File: config.mk
export PLATFORM = sky130hd
export DESIGN_NAME = vision_top
export DESIGN_NICKNAME = d
export VERILOG_FILES = /design/src/hdl/vision_pkg.sv /design/src/hdl/pixel_if.sv /design/src/hdl/wb_ctrl_regs.sv /design/src/hdl/video_timing.sv /design/src/hdl/frame_downscale_writer.sv /design/src/hdl/frame_buffer.sv /design/src/hdl/pixel_classify.sv /design/src/hdl/vision_top.sv
export SDC_FILE = /design/constraint.sdc
export NUM_CORES = 2
export LEC_CHECK = 0
export ABC_AREA = 1
export ABC_CLOCK_PERIOD_IN_PS = 5000
export BUFFER_PORTS_ARGS = -buffer_cell sky130_fd_sc_hd__buf_2
export CELL_PAD_IN_SITES_DETAIL_PLACEMENT = 1
export CELL_PAD_IN_SITES_GLOBAL_PLACEMENT = 1
export CORE_MARGIN = 2
export CORE_UTILIZATION = 43
export CTS_CLUSTER_SIZE = 14
export DETAILED_ROUTE_END_ITERATION = 8
export PLACE_DENSITY_LB_ADDON = 0.3
export SYNTH_ARGS = -nofsm -noshare
export SYNTH_HDL_FRONTEND = slang
export SYNTH_SLANG_ARGS = --single-unit
File: constraint.sdc
create_clock -name clk_pixel -period 5 [get_ports clk_pixel]
set_input_delay 0 -clock clk_pixel [delete_from_list [all_inputs] [get_ports clk_pixel]]
set_output_delay 0 -clock clk_pixel [all_outputs]
set_load 0.005 [all_outputs]
File: src/hdl/vision_pkg.sv
package vision_pkg;

    // Vector types with a meaning of their own
    typedef logic [10:0] hcount_t;
    typedef logic [9:0]  vcount_t;
    typedef logic [15:0] rgb565_t;   // 5:6:5 packed pixel
    typedef logic [7:0]  channel_t;
    typedef logic [3:0]  wb_adr_t;
    typedef logic [7:0]  wb_data_t;

    typedef enum logic [1:0] {
        MODE_CAMERA = 2'd0,
        MODE_GREY   = 2'd1,
        MODE_MASK   = 2'd2   // Threshold result as black and white
    } display_mode_t;

    // Reduced raster so a frame simulates quickly
    localparam hcount_t H_ACTIVE     = 11'd64;
    localparam hcount_t H_TOTAL      = 11'd80;
    localparam hcount_t H_SYNC_START = 11'd68;
    localparam hcount_t H_SYNC_END   = 11'd72;
    localparam vcount_t V_ACTIVE     = 10'd32;
    localparam vcount_t V_TOTAL      = 10'd36;
    localparam vcount_t V_SYNC_START = 10'd33;
    localparam vcount_t V_SYNC_END   = 10'd34;

    localparam int SCALE_SHIFT = 2;   // 4x in each direction
    localparam int FB_WIDTH    = int'(H_ACTIVE) >> SCALE_SHIFT;
    localparam int FB_HEIGHT   = int'(V_ACTIVE) >> SCALE_SHIFT;
    localparam int FB_DEPTH    = FB_WIDTH * FB_HEIGHT;

    typedef logic [$clog2(FB_DEPTH)-1:0] fb_addr_t;

    // Address register, read, then the colour stage
    localparam int PIPE_DELAY = 3;

    localparam wb_adr_t  REG_LOWER   = 4'd0;
    localparam wb_adr_t  REG_UPPER   = 4'd1;
    localparam wb_adr_t  REG_MODE    = 4'd2;
    localparam channel_t LOWER_RESET = 8'd240;
    localparam channel_t UPPER_RESET = 8'd255;

endpackage

File: src/hdl/pixel_if.sv
`timescale 1ns/1ps

interface pixel_if;

    logic                valid;    // Pixel present this cycle
    vision_pkg::hcount_t hcount;
    vision_pkg::vcount_t vcount;
    vision_pkg::rgb565_t pixel;

    // Camera side drives the stream
    modport source (
        output valid,
        output hcount,
        output vcount,
        output pixel
    );

    // No ready signal, the sink takes every valid pixel
    modport sink (
        input valid,
        input hcount,
        input vcount,
        input pixel
    );

endinterface

File: src/hdl/wb_ctrl_regs.sv
`timescale 1ns/1ps

module wb_ctrl_regs (
    input  logic                      clk_pixel,
    input  logic                      recent_reset,
    input  logic                      wb_cyc_i,
    input  logic                      wb_stb_i,
    input  logic                      wb_we_i,
    input  vision_pkg::wb_adr_t       wb_adr_i,
    input  vision_pkg::wb_data_t      wb_dat_i,
    output vision_pkg::wb_data_t      wb_dat_o,
    output logic                      wb_ack_o,
    output vision_pkg::channel_t      lower_o,
    output vision_pkg::channel_t      upper_o,
    output vision_pkg::display_mode_t mode_o
);

    logic req;   // New access, not yet acknowledged

    // Ack drops after one cycle even with stb held
    assign req = wb_cyc_i && wb_stb_i && !wb_ack_o;

    always_ff @(posedge clk_pixel) begin
        if (recent_reset) begin
            wb_ack_o <= 1'b0;
            lower_o  <= vision_pkg::LOWER_RESET;
            upper_o  <= vision_pkg::UPPER_RESET;
            mode_o   <= vision_pkg::MODE_CAMERA;
        end else begin
            wb_ack_o <= req;
            if (req && wb_we_i) begin
                case (wb_adr_i)
                    vision_pkg::REG_LOWER: lower_o <= wb_dat_i;
                    vision_pkg::REG_UPPER: upper_o <= wb_dat_i;
                    vision_pkg::REG_MODE:
                        mode_o <= vision_pkg::display_mode_t'(wb_dat_i[1:0]);
                    default: ;   // Unmapped, write dropped
                endcase
            end
        end
    end

    // Read data lines up with the ack cycle
    always_ff @(posedge clk_pixel) begin
        if (req) begin
            case (wb_adr_i)
                vision_pkg::REG_LOWER: wb_dat_o <= lower_o;
                vision_pkg::REG_UPPER: wb_dat_o <= upper_o;
                vision_pkg::REG_MODE:  wb_dat_o <= {6'd0, mode_o};
                default:               wb_dat_o <= '0;
            endcase
        end
    end

endmodule

File: src/hdl/video_timing.sv
`timescale 1ns/1ps

module video_timing (
    input  logic                clk_pixel,
    input  logic                recent_reset,
    output vision_pkg::hcount_t scan_h_o,
    output vision_pkg::vcount_t scan_v_o,
    output logic                scan_active_o,
    output vision_pkg::hcount_t hcount_o,
    output vision_pkg::vcount_t vcount_o,
    output logic                active_o,
    output logic                hsync_o,
    output logic                vsync_o,
    output logic                new_frame_o
);

    vision_pkg::hcount_t h_cnt;
    vision_pkg::vcount_t v_cnt;
    logic [3:0]          flags;   // active, hsync, vsync, frame start

    vision_pkg::hcount_t h_dly    [vision_pkg::PIPE_DELAY];
    vision_pkg::vcount_t v_dly    [vision_pkg::PIPE_DELAY];
    logic [3:0]          flag_dly [vision_pkg::PIPE_DELAY];

    always_ff @(posedge clk_pixel) begin
        if (recent_reset) begin
            h_cnt <= '0;
            v_cnt <= '0;
        end else if (h_cnt == vision_pkg::H_TOTAL - 1'b1) begin
            h_cnt <= '0;
            v_cnt <= (v_cnt == vision_pkg::V_TOTAL - 1'b1) ? '0 : v_cnt + 1'b1;
        end else begin
            h_cnt <= h_cnt + 1'b1;
        end
    end

    assign scan_h_o      = h_cnt;
    assign scan_v_o      = v_cnt;
    assign scan_active_o = (h_cnt < vision_pkg::H_ACTIVE) && (v_cnt < vision_pkg::V_ACTIVE);

    assign flags[3] = scan_active_o;
    assign flags[2] = (h_cnt >= vision_pkg::H_SYNC_START) && (h_cnt < vision_pkg::H_SYNC_END);
    assign flags[1] = (v_cnt >= vision_pkg::V_SYNC_START) && (v_cnt < vision_pkg::V_SYNC_END);
    assign flags[0] = (h_cnt == '0) && (v_cnt == '0);

    // Match the latency of pixel_classify
    always_ff @(posedge clk_pixel) begin
        if (recent_reset) begin
            for (int i = 0; i < vision_pkg::PIPE_DELAY; i++) begin
                h_dly[i]    <= '0;
                v_dly[i]    <= '0;
                flag_dly[i] <= '0;
            end
        end else begin
            h_dly[0]    <= h_cnt;
            v_dly[0]    <= v_cnt;
            flag_dly[0] <= flags;
            for (int i = 1; i < vision_pkg::PIPE_DELAY; i++) begin
                h_dly[i]    <= h_dly[i-1];
                v_dly[i]    <= v_dly[i-1];
                flag_dly[i] <= flag_dly[i-1];
            end
        end
    end

    assign hcount_o = h_dly[vision_pkg::PIPE_DELAY-1];
    assign vcount_o = v_dly[vision_pkg::PIPE_DELAY-1];
    assign {active_o, hsync_o, vsync_o, new_frame_o} = flag_dly[vision_pkg::PIPE_DELAY-1];

endmodule

File: src/hdl/frame_downscale_writer.sv
`timescale 1ns/1ps

module frame_downscale_writer (
    input  logic                 clk_pixel,
    input  logic                 recent_reset,
    pixel_if.sink                cam,
    output logic                 fb_we_o,
    output vision_pkg::fb_addr_t fb_addr_o,
    output vision_pkg::rgb565_t  fb_data_o
);

    logic in_area;
    logic on_grid;
    logic keep;

    assign in_area = (cam.hcount < vision_pkg::H_ACTIVE) && (cam.vcount < vision_pkg::V_ACTIVE);

    // Column and row both multiples of four
    assign on_grid = (cam.hcount[vision_pkg::SCALE_SHIFT-1:0] == '0) &&
                     (cam.vcount[vision_pkg::SCALE_SHIFT-1:0] == '0);

    assign keep = cam.valid && in_area && on_grid;

    always_ff @(posedge clk_pixel) begin
        if (recent_reset) begin
            fb_we_o <= 1'b0;
        end else begin
            fb_we_o <= keep;
        end
    end

    // Only updated for kept pixels
    always_ff @(posedge clk_pixel) begin
        if (keep) begin
            fb_addr_o <= vision_pkg::fb_addr_t'(cam.hcount >> vision_pkg::SCALE_SHIFT) +
                         vision_pkg::fb_addr_t'((cam.vcount >> vision_pkg::SCALE_SHIFT) *
                                                vision_pkg::FB_WIDTH);
            fb_data_o <= cam.pixel;
        end
    end

endmodule

File: src/hdl/frame_buffer.sv
`timescale 1ns/1ps

module frame_buffer (
    input  logic                 clk_pixel,
    input  logic                 we_i,
    input  vision_pkg::fb_addr_t wr_addr_i,
    input  vision_pkg::rgb565_t  wr_data_i,
    input  vision_pkg::fb_addr_t rd_addr_i,
    output vision_pkg::rgb565_t  rd_data_o
);

    vision_pkg::rgb565_t mem [vision_pkg::FB_DEPTH];   // One word per stored pixel

    always_ff @(posedge clk_pixel) begin
        if (we_i) begin
            mem[wr_addr_i] <= wr_data_i;
        end
    end

    // Read-first on a same-address collision
    always_ff @(posedge clk_pixel) begin
        rd_data_o <= mem[rd_addr_i];
    end

endmodule

File: src/hdl/pixel_classify.sv
`timescale 1ns/1ps

module pixel_classify (
    input  logic                      clk_pixel,
    input  logic                      recent_reset,
    input  vision_pkg::hcount_t       scan_h_i,
    input  vision_pkg::vcount_t       scan_v_i,
    input  logic                      scan_active_i,
    input  vision_pkg::rgb565_t       rd_data_i,
    input  vision_pkg::channel_t      lower_i,
    input  vision_pkg::channel_t      upper_i,
    input  vision_pkg::display_mode_t mode_i,
    output vision_pkg::fb_addr_t      rd_addr_o,
    output vision_pkg::channel_t      red_o,
    output vision_pkg::channel_t      green_o,
    output vision_pkg::channel_t      blue_o
);

    logic                 active_q1;
    logic                 active_q2;   // Lines up with rd_data_i
    vision_pkg::channel_t red_x, green_x, blue_x;
    logic [15:0]          luma_sum;
    vision_pkg::channel_t luma;
    logic                 mask;
    vision_pkg::channel_t red_d, green_d, blue_d;

    // Stage one: each stored pixel covers a 4x4 block
    always_ff @(posedge clk_pixel) begin
        rd_addr_o <= vision_pkg::fb_addr_t'(scan_h_i >> vision_pkg::SCALE_SHIFT) +
                     vision_pkg::fb_addr_t'((scan_v_i >> vision_pkg::SCALE_SHIFT) *
                                            vision_pkg::FB_WIDTH);
    end

    assign red_x   = {rd_data_i[15:11], 3'b000};
    assign green_x = {rd_data_i[10:5], 2'b00};
    assign blue_x  = {rd_data_i[4:0], 3'b000};

    // Integer BT.601 weights, sum of weights is 256
    assign luma_sum = 8'd77 * red_x + 8'd150 * green_x + 8'd29 * blue_x;
    assign luma     = luma_sum[15:8];
    assign mask     = (luma > lower_i) && (luma <= upper_i);

    always_comb begin
        case (mode_i)
            vision_pkg::MODE_GREY: {red_d, green_d, blue_d} = {luma, luma, luma};
            vision_pkg::MODE_MASK: {red_d, green_d, blue_d} = mask ? 24'hffffff : 24'h000000;
            default:               {red_d, green_d, blue_d} = {red_x, green_x, blue_x};
        endcase
    end

    always_ff @(posedge clk_pixel) begin
        if (recent_reset) begin
            active_q1 <= 1'b0;
            active_q2 <= 1'b0;
            red_o     <= '0;
            green_o   <= '0;
            blue_o    <= '0;
        end else begin
            active_q1 <= scan_active_i;
            active_q2 <= active_q1;
            red_o     <= active_q2 ? red_d : '0;   // Black during blanking
            green_o   <= active_q2 ? green_d : '0;
            blue_o    <= active_q2 ? blue_d : '0;
        end
    end

endmodule

File: src/hdl/vision_top.sv
`timescale 1ns/1ps

module vision_top (
    input  logic                 clk_pixel,
    input  logic                 recent_reset,
    input  logic                 cam_valid_i,
    input  vision_pkg::hcount_t  cam_hcount_i,
    input  vision_pkg::vcount_t  cam_vcount_i,
    input  vision_pkg::rgb565_t  cam_pixel_i,
    input  logic                 wb_cyc_i,
    input  logic                 wb_stb_i,
    input  logic                 wb_we_i,
    input  vision_pkg::wb_adr_t  wb_adr_i,
    input  vision_pkg::wb_data_t wb_dat_i,
    output vision_pkg::wb_data_t wb_dat_o,
    output logic                 wb_ack_o,
    output vision_pkg::channel_t red_o,
    output vision_pkg::channel_t green_o,
    output vision_pkg::channel_t blue_o,
    output vision_pkg::hcount_t  hcount_o,
    output vision_pkg::vcount_t  vcount_o,
    output logic                 active_o,
    output logic                 hsync_o,
    output logic                 vsync_o,
    output logic                 new_frame_o
);

    pixel_if cam_bus ();

    vision_pkg::channel_t      lower, upper;
    vision_pkg::display_mode_t mode;
    vision_pkg::hcount_t       scan_h;
    vision_pkg::vcount_t       scan_v;
    logic                      scan_active;
    logic                      fb_we;
    vision_pkg::fb_addr_t      fb_wr_addr, fb_rd_addr;
    vision_pkg::rgb565_t       fb_wr_data, fb_rd_data;

    // Camera ports onto the stream bundle
    assign cam_bus.valid  = cam_valid_i;
    assign cam_bus.hcount = cam_hcount_i;
    assign cam_bus.vcount = cam_vcount_i;
    assign cam_bus.pixel  = cam_pixel_i;

    wb_ctrl_regs u_regs (
        .clk_pixel(clk_pixel), .recent_reset(recent_reset),
        .wb_cyc_i(wb_cyc_i), .wb_stb_i(wb_stb_i), .wb_we_i(wb_we_i),
        .wb_adr_i(wb_adr_i), .wb_dat_i(wb_dat_i),
        .wb_dat_o(wb_dat_o), .wb_ack_o(wb_ack_o),
        .lower_o(lower), .upper_o(upper), .mode_o(mode));

    video_timing u_timing (
        .clk_pixel(clk_pixel), .recent_reset(recent_reset),
        .scan_h_o(scan_h), .scan_v_o(scan_v), .scan_active_o(scan_active),
        .hcount_o(hcount_o), .vcount_o(vcount_o), .active_o(active_o),
        .hsync_o(hsync_o), .vsync_o(vsync_o), .new_frame_o(new_frame_o));

    frame_downscale_writer u_writer (
        .clk_pixel(clk_pixel), .recent_reset(recent_reset), .cam(cam_bus.sink),
        .fb_we_o(fb_we), .fb_addr_o(fb_wr_addr), .fb_data_o(fb_wr_data));

    frame_buffer u_fb (
        .clk_pixel(clk_pixel), .we_i(fb_we), .wr_addr_i(fb_wr_addr),
        .wr_data_i(fb_wr_data), .rd_addr_i(fb_rd_addr), .rd_data_o(fb_rd_data));

    pixel_classify u_classify (
        .clk_pixel(clk_pixel), .recent_reset(recent_reset),
        .scan_h_i(scan_h), .scan_v_i(scan_v), .scan_active_i(scan_active),
        .rd_data_i(fb_rd_data), .lower_i(lower), .upper_i(upper), .mode_i(mode),
        .rd_addr_o(fb_rd_addr), .red_o(red_o), .green_o(green_o), .blue_o(blue_o));

endmodule

==> flow_summary.json <==
{
  "drc": 0,
  "port-buffer-count": 112,
  "grt_max_degree": 195,
  "cts_max_path_buffers": 3,
  "synth_common_cells": "2222 x nand2_1, 2079 x edfxtp_1, 2046 x nand3_1",
  "start_kind": "flip-flop",
  "relSlewSlack_pct": 18.13,
  "clockRootBuffer": "clkbuf_16",
  "grt_busiest_layer": "met2",
  "finClkSkew_ns": 0.08081,
  "drt-initial-drc-count": 6912,
  "async_flop_share_pct": 0,
  "final_cell_area_um2": 105400,
  "worst_slew_pin_slew_ns": 1.228,
  "coreArea_um2": 211900,
  "crit_type": "reg -> reg",
  "vdd_drop_max_uv": 379.5,
  "synth_ff_type": "edfxtp_1",
  "synth_xor_area_share_pct": 0.2677,
  "p_leak_uw": 0.03770,
  "antenna_found_initial": 8,
  "drive_gt1_share_pct": 11.31,
  "detail_route.wirelength_um": 281600,
  "drv_slew": 0,
  "viasPerCell": 5.677,
  "mappedNetlistArea_um2": 91600,
  "nFillCells": 21860,
  "cap_violations": 0,
  "cp.arrival_ns": 5.98,
  "finalWorstSetupSlack_ns": -0.1824,
  "grt_pass1_vias": 65720,
  "fp.dieH_um": 465.5,
  "synth_compound_area_share_pct": 0.7431,
  "slowest_stage": "fa_1",
  "synthSimpleGateAreaFrac_pct": 21.71,
  "synthTopCellsByArea": "edfxtp_1 68%, nand3_1 11%, nand2_1 9.1%",
  "synthAdderAreaFrac_pct": 1.923,
  "worstHoldPathType": "in -> reg",
  "dp_hpwl_um": 155900,
  "area_growth_pct": 15.11,
  "overflow": 0,
  "die-area_um2": 216700,
  "syn_area_per_cell_um2": 11.75,
  "yosysUniqueCellTypes": 44,
  "synth_top_area_share_pct": 68.15,
  "worstSetupEndpointType": "flip-flop",
  "syn_nets": 7980,
  "cts_tree": "built",
  "regArea_um2": 65630,
  "grt_first_pass_wirelength_um": 418800,
  "worstPathRequired_ns": 5.80,
  "rows": 169,
  "slowest_delay_ns": 0.56,
  "critPathLaunch": "u_fb.rd_data_o[13]$_DFF_P_",
  "ys_seq_area_share_pct": 71.61,
  "regToRegStartpoint": "u_fb.rd_data_o[13]$_DFF_P_",
  "fin_util_pct": 49.76,
  "multi_input_area_um2": 23510,
  "grt_setup_unrepaired": "true",
  "fmax_mhz": 193.0,
  "final.min_clock_period_ns": 5.182,
  "ant_nets": 0,
  "dr.pass1.iters": 5,
  "yosysMostFrequentCell": "nand2_1",
  "place_area_um2": 96070,
  "synthMuxAreaShare_pct": 0,
  "fin_crit_sh_pct": 103.6,
  "numCtsBuffers": 229,
  "finalSetupViolations": 19,
  "wire_per_inst_um": 25.39,
  "clock_latency_ns": 0.91,
  "cellPowerDensity_nw_per_um2": 400.6,
  "gr-usage-all-layers_pct": 25.62,
  "synth_top_family_by_area": "simple AND/OR/NAND/NOR gates",
  "synth_edf_count": 2079,
  "min_from": "wb_dat_i[1]",
  "clk_pin_slew_ns": 0.06,
  "io_pins": 113,
  "htreeDepth": 4,
  "holdWs_ns": 0.06556,
  "clock_sinks": 2237,
  "r2r_setup_slack_ns": -0.18,
  "use_met1_pct": 34.72,
  "run_status": "finished, violations left",
  "failed_checks": "negative setup slack",
  "initial_utilization_pct": 43.23,
  "nNetsFinal": 8241,
  "met3_usage_pct": 3.176,
  "place.gp.congestion": 0.8548,
  "cp_max_fo": 7,
  "synth_warnings": 0,
  "vias": 62980,
  "die_w_um": 465.5,
  "synth_seq_cells": 2237,
  "hold_viol_final": 0,
  "yosys.area.top_type": "edfxtp_1",
  "use_met2_pct": 42.49,
  "netlist_instances": 7798
}
[layout make-up]
| type | instances | share of cell area (%) |
|---|---|---|
| Sequential cell | 2237 | 62.24 |
| Multi-Input combinational cell | 4850 | 22.30 |
| Clock buffer | 298 | 5.914 |
| Timing Repair Buffer | 530 | 4.262 |
| Tap cell | 2821 | 3.348 |
| Clock inverter | 126 | 1.102 |
| Inverter | 211 | 0.7856 |
| Antenna cell | 20 | 0.04747 |
[registers in the layout (all words and copies together), names as in the netlist, 6 cells and up]
signal                count
u_writer.fb_data_o       16
u_classify.rd_addr_o      7
u_fb.mem               2048
u_timing.scan_v_o        10
u_classify.blue_o         8
u_classify.green_o        6
u_regs.lower_o            8
u_timing.h_dly           33
u_timing.scan_h_o        11
u_fb.rd_data_o           16
u_regs.wb_dat_o           8
u_writer.fb_addr_o        7
u_regs.upper_o            8
u_timing.v_dly           30
u_timing.flag_dly        12
[path summary, 6_finish.rpt]
check | to | depth (start not counted)
min reg2reg | u_timing.v_dly[0][22]$_SDFF_PP0_ | 2
max | u_classify.red_o[5]$_SDFF_PP0_ | 28
max reg2reg | u_classify.red_o[5]$_SDFF_PP0_ | 28
min | u_regs.lower_o[1]$_SDFFE_PP0P_ | 4
[placed cells by master (no fill, tap or decap), types with 6 or more instances in the layout]
cell / synthesis / layout
o22ai_1: 6 / 6
nand3_1: 2046 / 2038
nand2_2: 0 / 24
edfxtp_1: 2079 / 2079
clkbuf_1: 99 / 50
a21oi_1: 63 / 46
dfxtp_4: 0 / 6
clkinv_2: 0 / 40
inv_1: 205 / 197
nor3_1: 17 / 14
dfxtp_1: 158 / 141
inv_2: 3 / 8
diode_2: 0 / 20
ha_4: 0 / 37
nand3_2: 0 / 8
ha_1: 104 / 66
nand4_1: 16 / 16
buf_12: 0 / 44
nor2_1: 238 / 228
clkbuf_8: 0 / 14
a21oi_2: 0 / 14
bufinv_16: 0 / 15
fa_1: 23 / 18
dlygate4sd3_1: 0 / 94
nor4_1: 13 / 6
xnor2_1: 9 / 8
o21ai_0: 33 / 27
clkbuf_16: 0 / 234
xor2_1: 19 / 16
buf_4: 115 / 279
clkinv_1: 2 / 52
nor2_4: 1 / 7
nor4_2: 1 / 8
nand2_4: 0 / 9
dfxtp_2: 0 / 11
buf_2: 232 / 111
nand2_1: 2222 / 2189
[critical path: cells and delay by family, from the launching register on]
family          cells  cell delay [ns]
flops               1             0.35
xor+xnor            1             0.17
buf+inv             3             0.34
simple gates       11             1.04
fa+ha+maj           7             2.32
compound gates      6             0.86
[power by group]
part	leakage, uW	switching (uW)	total [uW]	internal, uW
combinational	0.0141	2810	5110	2300
sequential	0.0200	25.5	20200	20200
clock	0.00363	7390	16900	9560
total	0.0377	10200	42200	32000
[kinds of logic after synthesis]
kind of cell             count (synthesis)
AO/OA/AOI/OAI                          124
adder cells (fa/ha/maj)                127
XOR/XNOR                                28
flip-flops                            2237
buffers and inverters                  711
AND/OR/NAND/NOR                       4571
[layer usage]
layer | vias up | part of all wire [%]
met1 | 32250 | 42
met4 | 4 | 3.5
met3 | 444 | 6.2
met2 | 2269 | 49
met5 | - | 0.0053
li1 | 28010 | -
[metrics by stage]
step / instances / setup slack [ns] / power (uW) / setup TNS [ns]
6_report: 11090 / -0.1824 / 42240 / -2.818
5_1_grt: 11090 / -0.4279 / 43720 / -7.606
4_1_cts: 11070 / -0.2769 / 42170 / -4.767
3_5_place_dp: 10540 / -0.6043 / 24730 / -10.91
3_3_place_gp: 10540 / -0.5025 / 24640 / -9.291
2_1_floorplan: 7798 / 0.02023 / 23100 / 0
[timing repair]
action / CTS / global route
gates cloned: 0 / 0
endpoints found under the setup margin: 19 / 19
hold endpoints to repair: 184 / 0
pin swaps: 40 / 54
hold buffers: 94 / 0
resized for setup: 93 / 72
setup buffers: 12 / 3
Note: power is estimated with default switching activity, not from simulation.
